--- src/rtl/crop_settings.svh ---
`ifndef CROP_SETTINGS_SVH
`define CROP_SETTINGS_SVH

// pixel/line counters, offsets and sizes
`define CROP_CNT_W          12

`define CROP_H_STEP         4    // pixels per key press
`define CROP_V_STEP         1    // lines per key press

`define CROP_H_FORCE_LEAD   8    // forced hblank ends at this pixel
`define CROP_H_FORCE_TAIL   8    // forced hblank starts this far before line end
`define CROP_V_FORCE_LEAD   1
`define CROP_V_FORCE_TAIL   3

`define CROP_KEY_TYPE_ADJ   2'd3 // key type of an adjust key
`define CROP_FLAG_W         7

`endif

--- src/rtl/crop_pkg.sv ---
`default_nettype none

package crop_pkg;

	`include "crop_settings.svh"

	// one word for every counter, offset and measured size
	typedef logic [`CROP_CNT_W-1:0] crop_cnt_t;

	// keyboard codes seen on the adjust path
	typedef enum logic [7:0] {
		KEY_CLEAR    = 8'h41, // backspace
		KEY_UP       = 8'h4c,
		KEY_DOWN     = 8'h4d,
		KEY_RIGHT    = 8'h4e,
		KEY_LEFT     = 8'h4f,
		KEY_ALT_L_DN = 8'h64,
		KEY_ALT_R_DN = 8'h65,
		KEY_ALT_L_UP = 8'he4,
		KEY_ALT_R_UP = 8'he5
	} key_cmd_e;

endpackage

`default_nettype wire

--- src/rtl/crop_if.sv ---
`timescale 1ns/100ps
`default_nettype none

// the four edge offsets of the display window
interface crop_if;

	crop_pkg::crop_cnt_t hbl_l; // left edge, pixels
	crop_pkg::crop_cnt_t hbl_r; // right edge, pixels
	crop_pkg::crop_cnt_t vbl_t; // top edge, lines
	crop_pkg::crop_cnt_t vbl_b; // bottom edge, lines

	// key decoder owns the offsets
	modport keys (
		output hbl_l, hbl_r, vbl_t, vbl_b
	);

	// timing units and snapshot
	modport sink (
		input hbl_l, hbl_r, vbl_t, vbl_b
	);

endinterface

`default_nettype wire

--- src/rtl/margin_keys.sv ---
`timescale 1ns/100ps
`default_nettype none
`include "crop_settings.svh"

module margin_keys (
	input  logic       clk_28,
	input  logic       rst_n,
	input  logic [7:0] key_data,
	input  logic [1:0] key_type,
	input  logic       key_strobe,
	crop_if.keys       mgn
);

	logic                adj_stb;
	logic                stb_q;
	logic                stb_qq;
	logic                key_hit;
	logic [7:0]          key_q;
	logic                alt;

	assign adj_stb = key_strobe && (key_type == `CROP_KEY_TYPE_ADJ);
	assign key_hit = stb_q & ~stb_qq; // rising edge of the adjust strobe

	always_ff @(posedge clk_28 or negedge rst_n) begin
		if (!rst_n) begin
			stb_q  <= 1'b0;
			stb_qq <= 1'b0;
		end else begin
			stb_q  <= adj_stb;
			stb_qq <= stb_q;
		end
	end

	always_ff @(posedge clk_28) begin
		key_q <= key_data; // kept in step with stb_q
	end

	// offsets wrap at the counter width
	always_ff @(posedge clk_28 or negedge rst_n) begin
		if (!rst_n) begin
			mgn.hbl_l <= '0;
			mgn.hbl_r <= '0;
			mgn.vbl_t <= '0;
			mgn.vbl_b <= '0;
			alt       <= 1'b0;
		end else if (key_hit) begin
			case (key_q)
				crop_pkg::KEY_CLEAR: begin
					mgn.hbl_l <= '0;
					mgn.hbl_r <= '0;
					mgn.vbl_t <= '0;
					mgn.vbl_b <= '0;
				end
				crop_pkg::KEY_UP: begin
					if (alt) mgn.vbl_b <= mgn.vbl_b + crop_pkg::crop_cnt_t'(`CROP_V_STEP);
					else     mgn.vbl_t <= mgn.vbl_t + crop_pkg::crop_cnt_t'(`CROP_V_STEP);
				end
				crop_pkg::KEY_DOWN: begin
					if (alt) mgn.vbl_b <= mgn.vbl_b - crop_pkg::crop_cnt_t'(`CROP_V_STEP);
					else     mgn.vbl_t <= mgn.vbl_t - crop_pkg::crop_cnt_t'(`CROP_V_STEP);
				end
				crop_pkg::KEY_LEFT: begin
					if (alt) mgn.hbl_r <= mgn.hbl_r + crop_pkg::crop_cnt_t'(`CROP_H_STEP);
					else     mgn.hbl_l <= mgn.hbl_l + crop_pkg::crop_cnt_t'(`CROP_H_STEP);
				end
				crop_pkg::KEY_RIGHT: begin
					if (alt) mgn.hbl_r <= mgn.hbl_r - crop_pkg::crop_cnt_t'(`CROP_H_STEP);
					else     mgn.hbl_l <= mgn.hbl_l - crop_pkg::crop_cnt_t'(`CROP_H_STEP);
				end
				crop_pkg::KEY_ALT_L_DN, crop_pkg::KEY_ALT_R_DN: alt <= 1'b1;
				crop_pkg::KEY_ALT_L_UP, crop_pkg::KEY_ALT_R_UP: alt <= 1'b0;
				default: ; // anything else is not ours
			endcase
		end
	end

endmodule

`default_nettype wire

--- src/rtl/line_timing.sv ---
`timescale 1ns/100ps
`default_nettype none
`include "crop_settings.svh"

module line_timing (
	input  logic                clk_28,
	input  logic                rst_n,
	input  logic                hs_n,
	input  logic                hblank,
	crop_if.sink                mgn,
	output logic                hbl,
	output crop_pkg::crop_cnt_t hsize
);

	crop_pkg::crop_cnt_t hcnt;
	crop_pkg::crop_cnt_t hend;  // first active pixel of the source
	crop_pkg::crop_cnt_t hsta;  // first blanked pixel after the active part
	crop_pkg::crop_cnt_t hmax;  // line length as counted at hsync
	crop_pkg::crop_cnt_t open_at;
	crop_pkg::crop_cnt_t close_at;
	crop_pkg::crop_cnt_t force_on_at;
	logic                old_hs;
	logic                old_hblank;
	logic                shbl; // window blank
	logic                fhbl; // forced blank around sync

	// two cycles early for the blank register and de
	assign open_at      = hend + mgn.hbl_l - 2'd2;
	assign close_at     = hsta + mgn.hbl_r - 2'd2;
	assign force_on_at  = hmax - crop_pkg::crop_cnt_t'(`CROP_H_FORCE_TAIL);

	assign hbl = shbl | fhbl | ~hs_n;

	//////////////////////////////////////////////////////////////////////
	// pixel counter and source measurement
	//////////////////////////////////////////////////////////////////////

	always_ff @(posedge clk_28 or negedge rst_n) begin
		if (!rst_n) begin
			old_hs     <= 1'b1;
			old_hblank <= 1'b0;
			hcnt       <= '0;
			hend       <= '0;
			hsta       <= '0;
			hmax       <= '0;
			hsize      <= '0;
		end else begin
			old_hs     <= hs_n;
			old_hblank <= hblank;

			hcnt <= hcnt + 1'b1;
			if (!hs_n) hcnt <= '0; // held at zero through sync

			if (old_hblank & ~hblank) hend <= hcnt;
			if (~old_hblank & hblank) begin
				hsta  <= hcnt;
				hsize <= hcnt - hend;
			end
			if (old_hs & ~hs_n) hmax <= hcnt;
		end
	end

	//////////////////////////////////////////////////////////////////////
	// window and forced blank
	//////////////////////////////////////////////////////////////////////

	always_ff @(posedge clk_28 or negedge rst_n) begin
		if (!rst_n) begin
			shbl <= 1'b1;
			fhbl <= 1'b1;
		end else begin
			if (hcnt == open_at)  shbl <= 1'b0;
			if (hcnt == close_at) shbl <= 1'b1;

			if (hcnt == crop_pkg::crop_cnt_t'(`CROP_H_FORCE_LEAD)) fhbl <= 1'b0;
			if (hcnt == force_on_at)  fhbl <= 1'b1; // keeps hsync edge hidden
		end
	end

endmodule

`default_nettype wire

--- src/rtl/frame_timing.sv ---
`timescale 1ns/100ps
`default_nettype none
`include "crop_settings.svh"

module frame_timing (
	input  logic                clk_28,
	input  logic                rst_n,
	input  logic                hs_n,
	input  logic                vs_n,
	input  logic                vblank,
	input  logic                hbl,
	crop_if.sink                mgn,
	output logic                de,
	output crop_pkg::crop_cnt_t vsize
);

	crop_pkg::crop_cnt_t vcnt;
	crop_pkg::crop_cnt_t vend;  // last blank line before the active part
	crop_pkg::crop_cnt_t vsta;  // last active line
	crop_pkg::crop_cnt_t vmax;  // count at vsync
	crop_pkg::crop_cnt_t open_at;
	crop_pkg::crop_cnt_t close_at;
	crop_pkg::crop_cnt_t force_on_at;
	logic                old_hs;
	logic                old_vs;
	logic                old_vblank;
	logic                old_hbl;
	logic                hbl_fall;
	logic                svbl;
	logic                fvbl;
	logic                v_open; // vertical open for the current line

	// updated one line ahead so de picks it up on the next line
	assign open_at      = vend + mgn.vbl_t;
	assign close_at     = vsta + mgn.vbl_b;
	assign force_on_at  = vmax - crop_pkg::crop_cnt_t'(`CROP_V_FORCE_TAIL);

	assign hbl_fall = old_hbl & ~hbl;

	//////////////////////////////////////////////////////////////////////
	// line counter and frame measurement
	//////////////////////////////////////////////////////////////////////

	always_ff @(posedge clk_28 or negedge rst_n) begin
		if (!rst_n) begin
			old_hs     <= 1'b1;
			old_vs     <= 1'b1;
			old_vblank <= 1'b0;
			vcnt       <= '0;
			vend       <= '0;
			vsta       <= '0;
			vmax       <= '0;
			vsize      <= '0;
		end else begin
			old_hs     <= hs_n;
			old_vs     <= vs_n;
			old_vblank <= vblank;

			if (old_hs & ~hs_n) vcnt <= vcnt + 1'b1;
			if (!vs_n) vcnt <= '0;

			if (old_vblank & ~vblank) vend <= vcnt;
			if (~old_vblank & vblank) begin
				vsta  <= vcnt;
				vsize <= vcnt - vend;
			end
			if (old_vs & ~vs_n) vmax <= vcnt;
		end
	end

	//////////////////////////////////////////////////////////////////////
	// vertical window, forced blank and data enable
	//////////////////////////////////////////////////////////////////////

	always_ff @(posedge clk_28 or negedge rst_n) begin
		if (!rst_n) begin
			old_hbl <= 1'b1;
			svbl    <= 1'b1;
			fvbl    <= 1'b1;
			v_open  <= 1'b0;
			de      <= 1'b0;
		end else begin
			old_hbl <= hbl;

			// only at line start so a line is never cut in half
			if (hbl_fall) begin
				if (vcnt == open_at)  svbl <= 1'b0;
				if (vcnt == close_at) svbl <= 1'b1;

				if (vcnt == crop_pkg::crop_cnt_t'(`CROP_V_FORCE_LEAD)) fvbl <= 1'b0;
				if (vcnt == force_on_at)  fvbl <= 1'b1;

				v_open <= ~(svbl | fvbl); // held for the whole line
			end

			de <= ~hbl & (hbl_fall ? ~(svbl | fvbl) : v_open);
		end
	end

endmodule

`default_nettype wire

--- src/rtl/mode_tracker.sv ---
`timescale 1ns/100ps
`default_nettype none
`include "crop_settings.svh"

module mode_tracker (
	input  logic                   clk_28,
	input  logic                   rst_n,
	input  logic                   vblank,
	input  logic                   vs_n,
	input  logic [1:0]             res,
	input  crop_pkg::crop_cnt_t    hsize,
	input  crop_pkg::crop_cnt_t    vsize,
	crop_if.sink                   mgn,
	output crop_pkg::crop_cnt_t    scr_hbl_l,
	output crop_pkg::crop_cnt_t    scr_hbl_r,
	output crop_pkg::crop_cnt_t    scr_vbl_t,
	output crop_pkg::crop_cnt_t    scr_vbl_b,
	output crop_pkg::crop_cnt_t    scr_hsize,
	output crop_pkg::crop_cnt_t    scr_vsize,
	output logic [1:0]             scr_res,
	output logic [`CROP_FLAG_W-1:0] scr_flag
);

	logic blank;
	logic blank_q;
	logic blank_qq;
	logic take;

	assign blank = vblank | ~vs_n;
	assign take  = blank_qq & ~blank_q; // end of vertical blanking

	always_ff @(posedge clk_28 or negedge rst_n) begin
		if (!rst_n) begin
			blank_q   <= 1'b0;
			blank_qq  <= 1'b0;
			scr_hbl_l <= '0;
			scr_hbl_r <= '0;
			scr_vbl_t <= '0;
			scr_vbl_b <= '0;
			scr_hsize <= '0;
			scr_vsize <= '0;
			scr_res   <= '0;
			scr_flag  <= '0;
		end else begin
			blank_q  <= blank;
			blank_qq <= blank_q;
			if (take) begin
				scr_hbl_l <= mgn.hbl_l;
				scr_hbl_r <= mgn.hbl_r;
				scr_vbl_t <= mgn.vbl_t;
				scr_vbl_b <= mgn.vbl_b;
				scr_hsize <= hsize;
				scr_vsize <= vsize;
				scr_res   <= res;
				// mode change against the previous snapshot
				if (scr_res != res || scr_hsize != hsize || scr_vsize != vsize)
					scr_flag <= scr_flag + 1'b1;
			end
		end
	end

endmodule

`default_nettype wire

--- src/rtl/video_crop.sv ---
`timescale 1ns/100ps
`default_nettype none
`include "crop_settings.svh"

module video_crop (
	input  logic                    clk_28,
	input  logic                    rst_n,
	input  logic                    hs_n,
	input  logic                    vs_n,
	input  logic                    hblank,
	input  logic                    vblank,
	input  logic [1:0]              res,
	input  logic [7:0]              key_data,
	input  logic [1:0]              key_type,
	input  logic                    key_strobe,
	output logic                    de,
	output crop_pkg::crop_cnt_t     scr_hbl_l,
	output crop_pkg::crop_cnt_t     scr_hbl_r,
	output crop_pkg::crop_cnt_t     scr_vbl_t,
	output crop_pkg::crop_cnt_t     scr_vbl_b,
	output crop_pkg::crop_cnt_t     scr_hsize,
	output crop_pkg::crop_cnt_t     scr_vsize,
	output logic [1:0]              scr_res,
	output logic [`CROP_FLAG_W-1:0] scr_flag
);

	logic                hbl;   // combined horizontal blank
	crop_pkg::crop_cnt_t hsize;
	crop_pkg::crop_cnt_t vsize;

	crop_if mgn ();

	//////////////////////////////////////////////////////////////////////
	// key decode, raster timing, per-frame snapshot
	//////////////////////////////////////////////////////////////////////

	margin_keys u_margin_keys (
		.clk_28     (clk_28),
		.rst_n      (rst_n),
		.key_data   (key_data),
		.key_type   (key_type),
		.key_strobe (key_strobe),
		.mgn        (mgn.keys)
	);

	line_timing u_line_timing (
		.clk_28 (clk_28),
		.rst_n  (rst_n),
		.hs_n   (hs_n),
		.hblank (hblank),
		.mgn    (mgn.sink),
		.hbl    (hbl),
		.hsize  (hsize)
	);

	frame_timing u_frame_timing (
		.clk_28 (clk_28),
		.rst_n  (rst_n),
		.hs_n   (hs_n),
		.vs_n   (vs_n),
		.vblank (vblank),
		.hbl    (hbl),
		.mgn    (mgn.sink),
		.de     (de),
		.vsize  (vsize)
	);

	mode_tracker u_mode_tracker (
		.clk_28    (clk_28),
		.rst_n     (rst_n),
		.vblank    (vblank),
		.vs_n      (vs_n),
		.res       (res),
		.hsize     (hsize),
		.vsize     (vsize),
		.mgn       (mgn.sink),
		.scr_hbl_l (scr_hbl_l),
		.scr_hbl_r (scr_hbl_r),
		.scr_vbl_t (scr_vbl_t),
		.scr_vbl_b (scr_vbl_b),
		.scr_hsize (scr_hsize),
		.scr_vsize (scr_vsize),
		.scr_res   (scr_res),
		.scr_flag  (scr_flag)
	);

endmodule

`default_nettype wire

--- config.mk ---
export PLATFORM = sky130hd
export DESIGN_NAME = video_crop
export DESIGN_NICKNAME = d
export VERILOG_FILES = /design/src/rtl/crop_pkg.sv /design/src/rtl/crop_if.sv /design/src/rtl/margin_keys.sv /design/src/rtl/line_timing.sv /design/src/rtl/frame_timing.sv /design/src/rtl/mode_tracker.sv /design/src/rtl/video_crop.sv
export VERILOG_INCLUDE_DIRS = /design/src /design/src/rtl
export SDC_FILE = /design/constraint.sdc
export NUM_CORES = 1
export LEC_CHECK = 0
export ABC_CLOCK_PERIOD_IN_PS = 4100
export BUFFER_PORTS_ARGS = -buffer_cell sky130_fd_sc_hd__buf_2
export CORE_MARGIN = 2
export CORE_UTILIZATION = 55
export DETAILED_ROUTE_END_ITERATION = 8
export GPL_TIMING_DRIVEN = 0
export PLACE_DENSITY = 0.82
export SYNTH_ARGS = -nofsm -noshare
export SYNTH_HDL_FRONTEND = slang
export SYNTH_SLANG_ARGS = --single-unit
export TNS_END_PERCENT = 20
--- constraint.sdc ---
create_clock -name clk_28 -period 4.1 [get_ports clk_28]
set_input_delay 0.82 -clock clk_28 [delete_from_list [all_inputs] [get_ports clk_28]]
set_output_delay 0.82 -clock clk_28 [all_outputs]
set_load 0.02 [all_outputs]
* Word-level counts from Yosys, hierarchy flattened *
Index checks and enable logic that the tools add are counted.

cells by class
  add/subtract/negate cells = 21
  eq/ne operators = 30
  mux-type cells = 25
  bitwise gates (word level) = 24
  reduce and logical (&&, ||, !) cells = 20

operators with widths
  cell                     count
  $pmux W12 S3             4
  $mux W12                 11
  $eq A12 B12 Y1           6
  $eq A8 B7 Y1 const B     7
  $add A12 B1 Y12 const B  4
  $add A12 B12 Y12         4
  $sub A12 B2 Y12 const B  3
  $add A12 B3 Y12 const B  2
  $ne A12 B12 Y1           2
  $sub A12 B1 Y12 const B  2
  $sub A12 B12 Y12         2
  $sub A12 B3 Y12 const B  2
  $eq A8 B8 Y1 const B     2
  $reduce_and A4 Y1        4
  $eq A12 B1 Y1 const B    1
  $eq A12 B4 Y1 const B    1
  $sub A12 B4 Y12 const B  1
  $and A1 B1 Y1            10
  $ne A2 B1 Y1 const B     5
  $not A1 Y1               10
  $reduce_bool A2 Y1       5
  $mux W1                  9
  $ne A2 B2 Y1 const B     4
  $reduce_and A2 Y1        4
  other kinds (9)          15

word-level totals
  register bits = 273
  output and inout bits = 82

* Depth between registers and ports, before layout *
  depth after elaboration = 6
  depth in mapped cells = 14
  mapped depth without buffers = 13

* By module *
Synthesis repeated with hierarchy kept, for this count alone.

second synthesis, totals
  cell total of the unflattened synthesis = 1709
  area total of the unflattened synthesis = 16978.8 um^2

by module, submodules not included
  module        times used  cells an instance  area each (um^2)  seq. area each (um^2)
  line_timing   1           562                5012.3            1605.3
  frame_timing  1           500                4804.6            1707.9
  margin_keys   1           428                3752.3            1336.3
  mode_tracker  1           219                3409.5            2077.0

* Worst setup path before layout *
OpenSTA, ideal clock, no wires.

  path type = reg-to-reg
  start = register u_margin_keys.key_q[5]
  end = register u_margin_keys.mgn.vbl_b[10]
  library setup time = 0.121 ns
  arrival = 3.650 ns
  required time = 3.979 ns
  slack = 0.329 ns
  stages on the path, launching flop included = 15
  path buffers = 1
  period minus slack after synthesis = 3.771 ns
  cell sequence = dfxtp_1 nor4b_1 and3_1 nor2b_1 and2_1 clkbuf_1 ha_1 a21o_1 a21oi_1 nor2b_1 o21a_1 or4_1 a41oi_1 xnor2_1 a22o_1

between the ends
  word-level cells in the longest chain between the ends = 3
  elaborated cells on any way between the ends = 8
  classes of those cells = eq/ne (5); mux (1); reduce/logical (2)

ends and longest elaborated chain
  element                                                              RTL line           text
  from (decl)                                                          margin_keys.sv:18  logic [7:0] key_q;
  from (signal assigned)                                               margin_keys.sv:35  key_q <= key_data;
  $eq A8 B7 Y1                                                         margin_keys.sv:47  case (key_q)
  $ne A2 B1 Y1 (no line) / $reduce_bool A3 Y1 (equally long branches)  -
  $reduce_and A4 Y1 (no line)                                          -
  to (signal assigned)                                                 margin_keys.sv:55  if (alt) mgn.vbl_b <= mgn.vbl_b + crop_pkg::crop_cnt_t'(`CROP_V_STEP);
  to (signal assigned)                                                 margin_keys.sv:59  if (alt) mgn.vbl_b <= mgn.vbl_b - crop_pkg::crop_cnt_t'(`CROP_V_STEP);
  to (decl)                                                            crop_if.sv:14      output hbl_l, hbl_r, vbl_t, vbl_b

Parallel ways exist; a longest one is shown, timed or not.
A chain may end at the register's enable or synchronous reset.

* Final worst setup path *
  start = register u_margin_keys.key_q[5]
  end = register u_margin_keys.mgn.hbl_l[11]

between the ends
  word-level cells in the longest chain between the ends = 3
  elaborated cells on any way between the ends = 8
  classes of those cells = eq/ne (5); mux (1); reduce/logical (2)

ends and longest elaborated chain
  element                                                              RTL line           text
  $eq A8 B7 Y1                                                         margin_keys.sv:47
  $ne A2 B2 Y1 (no line) / $reduce_bool A3 Y1 (equally long branches)  -
  $reduce_and A4 Y1 (no line)                                          -
  to (signal assigned)                                                 margin_keys.sv:64  else mgn.hbl_l <= mgn.hbl_l + crop_pkg::crop_cnt_t'(`CROP_H_STEP);
  to (signal assigned)                                                 margin_keys.sv:68  else mgn.hbl_l <= mgn.hbl_l - crop_pkg::crop_cnt_t'(`CROP_H_STEP);
  to (decl)                                                            crop_if.sv:14

Parallel ways exist; a longest one is shown, timed or not.

==> flow_summary.ini <==
[finish]
utilization = 0.631
num-nets-final = 1947
drive_gt1_frac = 0.144
syn_to_final_growth_pct = 12.5

[run_status]
status = finished, final reports clean

[global_routing]
antenna_found_initial = 0
overflow = 0
use_met3 = 0.0426
grt_usage = 0.255
grt_pass1_vias = 12759
grt_max_degree = 96
top_usage_layer = met2
grt_pass1_wl_um = 63400
use_met1 = 0.313
grt_util_met2 = 0.440

[pwr]
p_leak_nw = 8.75
power_mw = 6.94
p_per_area_nw_per_um2 = 382
p_seq_frac = 0.443
p_comb_frac = 0.177
p_int_mw = 4.94
p_sw_mw = 2.00
p_clk_frac = 0.380
swShare = 0.288
peakVddDrop_uv = 341

[sta]
worst_clock_skew_ns = 0.0152
min_period_ns = 3.76
max_freq_mhz = 266
setup_slack_ns = 0.343
rsz0062_at_grt = yes
relSlewSlack = 0.338
tightest_slew_ns = 0.993
fin_crit_sh = 0.916
maxSlewViolCount = 0
hold_viol = 0
setup_viol = 0

[drt]
wire_per_inst_um = 17.7
drc = 0
drtPass1Iterations = 5
via_count = 12666
drtIter0Drc = 711
detail-route-antenna-nets = 0
wirelength_um = 38900
vias_per_cell = 5.76

[floorplanning]
rows = 62
die_h_um = 175
coreArea_um2 = 28800
fp.dieW_um = 175
initial_core_util = 0.561
die_area_um2 = 30700
ios = 101

[synth]
synth_edf_count = 0
synthesis.area_um2 = 16100
synthCells = 1660
ys_ff_latch = 265
async_reset_ff_frac = 0.970
synth.distinct_cells = 71
synth_area_leaders = dfrtp_1 39%, ha_1 9.7%, xnor2_1 7.6%
synth_area_per_cell_um2 = 9.72
yosys.area.top_type = dfrtp_1
synth.top_cell.area_share = 0.388
synth_ff_type = dfrtp_1
ys_warn_count = 0
ys_seq_area_frac = 0.409

[clock_tree]
numCtsBuffers = 29
clk_pin_slew_ns = 0.06
cts_root_buffer = clkbuf_16
cts_tree = built
cts_hold_buffers = 0
cts.sinks = 265
worstSkewPairLatency_ns = 0.56
clockBufferDepth = 3
h-tree-depth = 1

[setup_path]
cp-end-kind = flip-flop
r2r-start = u_margin_keys.key_q[5]
cp.arrival_ns = 4.19
critPathLaunchType = flip-flop
reg2reg_depth = 14
crit_type = flip-flop to flip-flop
cp_max_fo = 20
cp-startpoint = u_margin_keys.key_q[5]
r2r_setup_slack_ns = 0.34
endpoint = u_margin_keys.mgn.hbl_l[11]
rr_endpoint = u_margin_keys.mgn.hbl_l[11]
crit_required_ns = 4.53

[min_path]
hp-class = input pin to asynchronous set/reset pin

[placement]
gp_congestion = 0.903
dp_slack_ns = -0.269
io_buffer_count = 96
place_hpwl_um = 28600

[flow_run]
drv_cap = 0
[metal layers]
layer | vias up | wire length, um | share of wire
met5 | - | 0 | 0
met4 | 0 | 1670 | 0.043
met3 | 115 | 2280 | 0.059
met2 | 393 | 19200 | 0.49
met1 | 6140 | 15800 | 0.41
li1 | 6018 | - | -
[Yosys cell counts (all sizes together) (4+ instances only)]
master and n:
or2 8, nand2b 16, o211ai 10, xnor2 142
o21a 10, o21ai 107, or3 12, nor2 80
nand3 37, mux2 87, nand2 164, dfrtp 250
nor3 42, a211oi 6, o41ai 4, nor4 13
and3 15, nor2b 20, inv 123, a31oi 9
clkbuf 54, a22o 21, buf 13, o21bai 7
fa 10, a21o 24, a32o 5, dfxtp 8
ha 125, a41oi 5, and2 12, a21oi 68
o31ai 25, nand4 19, nand3b 7, xor2 62
dfstp 7
[sequential cells by signal (all words and copies together) (netlist names), 2 cells and up]
| register | flops |
|---|---|
| u_frame_timing.vcnt | 12 |
| u_frame_timing.vend | 12 |
| u_frame_timing.vmax | 12 |
| u_frame_timing.vsize | 12 |
| u_frame_timing.vsta | 12 |
| u_line_timing.hcnt | 12 |
| u_line_timing.hend | 12 |
| u_line_timing.hmax | 12 |
| u_line_timing.hsize | 12 |
| u_line_timing.hsta | 12 |
| u_margin_keys.key_q | 8 |
| u_margin_keys.mgn.hbl_l | 10 |
| u_margin_keys.mgn.hbl_r | 10 |
| u_margin_keys.mgn.vbl_b | 12 |
| u_margin_keys.mgn.vbl_t | 12 |
| u_mode_tracker.scr_flag | 7 |
| u_mode_tracker.scr_hbl_l | 10 |
| u_mode_tracker.scr_hbl_r | 10 |
| u_mode_tracker.scr_hsize | 12 |
| u_mode_tracker.scr_res | 2 |
| u_mode_tracker.scr_vbl_b | 12 |
| u_mode_tracker.scr_vbl_t | 12 |
| u_mode_tracker.scr_vsize | 12 |
[power by group through the flow]
stage / sequential (mW) / clock [mW] / combinational, mW
detailed placement: 3.11 / 0 / 1.21
CTS: 3.07 / 2.66 / 1.23
floorplan: 3.21 / 0 / 0.702
finish: 3.07 / 2.64 / 1.23
global placement: 3.10 / 0 / 1.17
global route: 3.10 / 2.77 / 1.35
[per-stage QoR]
step / hold slack, ns / std cells / TNS (ns) / instance area [um2]
after floorplan: 0.346 / 1665 / 0 / 16200
after global placement: 0.354 / 2145 / -591.07 / 17100
after detailed placement: 0.357 / 2147 / -0.488 / 17200
after CTS: 0.250 / 2199 / 0 / 18100
after global routing: 0.271 / 2199 / -0.00856 / 18200
final: 0.233 / 2200 / 0 / 18200
[cells by family (layout without fill, tap and decap cells)]
kind of cell | Yosys count | in the layout | share of synthesized area
buffers and inverters | 190 | 340 | 0.0459
DFF | 265 | 265 | 0.409
and+or+nand+nor | 455 | 455 | 0.135
other | 1 | 7 | 0.000232
adders and majority gates | 135 | 135 | 0.109
muxes | 88 | 88 | 0.0613
xor gates and xnor gates | 204 | 204 | 0.112
AOI/OAI and AO/OA | 322 | 322 | 0.127
[worst min path at each step]
stage                     depth (start not counted)              startpoint                          to  slack [ns]
after floorplan                                   0  u_mode_tracker.blank_q     u_mode_tracker.blank_qq        0.35
after global placement                            0  u_mode_tracker.blank_q     u_mode_tracker.blank_qq        0.35
after detailed placement                          0  u_mode_tracker.blank_q     u_mode_tracker.blank_qq        0.36
after CTS                                         1                   rst_n      u_mode_tracker.blank_q        0.25
after global routing                              1                   rst_n      u_frame_timing.vend[9]        0.27
final                                             1                   rst_n  u_margin_keys.mgn.vbl_t[9]        0.23
[placed cells by master (no fill, tap or decap), types with 20 or more instances in the layout]
master	instances
nand3_1	37
buf_2	98
a22o_1	21
nor2_1	79
dfrtp_1	250
a21oi_1	68
inv_1	122
nor2b_1	20
xor2_1	62
o31ai_1	25
clkbuf_16	29
o21ai_0	82
mux2_2	87
ha_1	125
xnor2_1	140
a21o_1	24
nand2_1	164
o21ai_1	25
clkbuf_1	58
nor3_1	40
[worst max-delay path: stages (launching register included)]
cell and delay (ns):
dfxtp_1 0.31, nor4b_1 0.36, and3_1 0.25, nand2_1 0.08
clkbuf_1 0.29, nor2_4 0.55, ha_1 0.34, a21o_1 0.15
a21oi_1 0.26, o211ai_1 0.22, a31o_1 0.26, a21oi_1 0.18
xor2_1 0.18, nand3b_1 0.12, o21ai_1 0.06
[layout make-up]
class                   count  area (um2)
inverters                 123         462
clock inverters            14         158
flip-flops and latches    265        6600
well taps                 384         480
fillers                  2223       10600
plain buffers              66         275
diodes                      1        2.50
clock buffers              39         803
repair buffers             98         546
multi-input cells        1210        8830
[what timing repair did]
| action | CTS | global route |
|---|---|---|
| buffers inserted | 0 | 0 |
| resized for setup | 1 | 2 |
| endpoints found under the setup margin | 3 | 5 |
| endpoints found under the hold margin | 0 | 0 |
No activity file was read; power rests on OpenSTA's default activity.
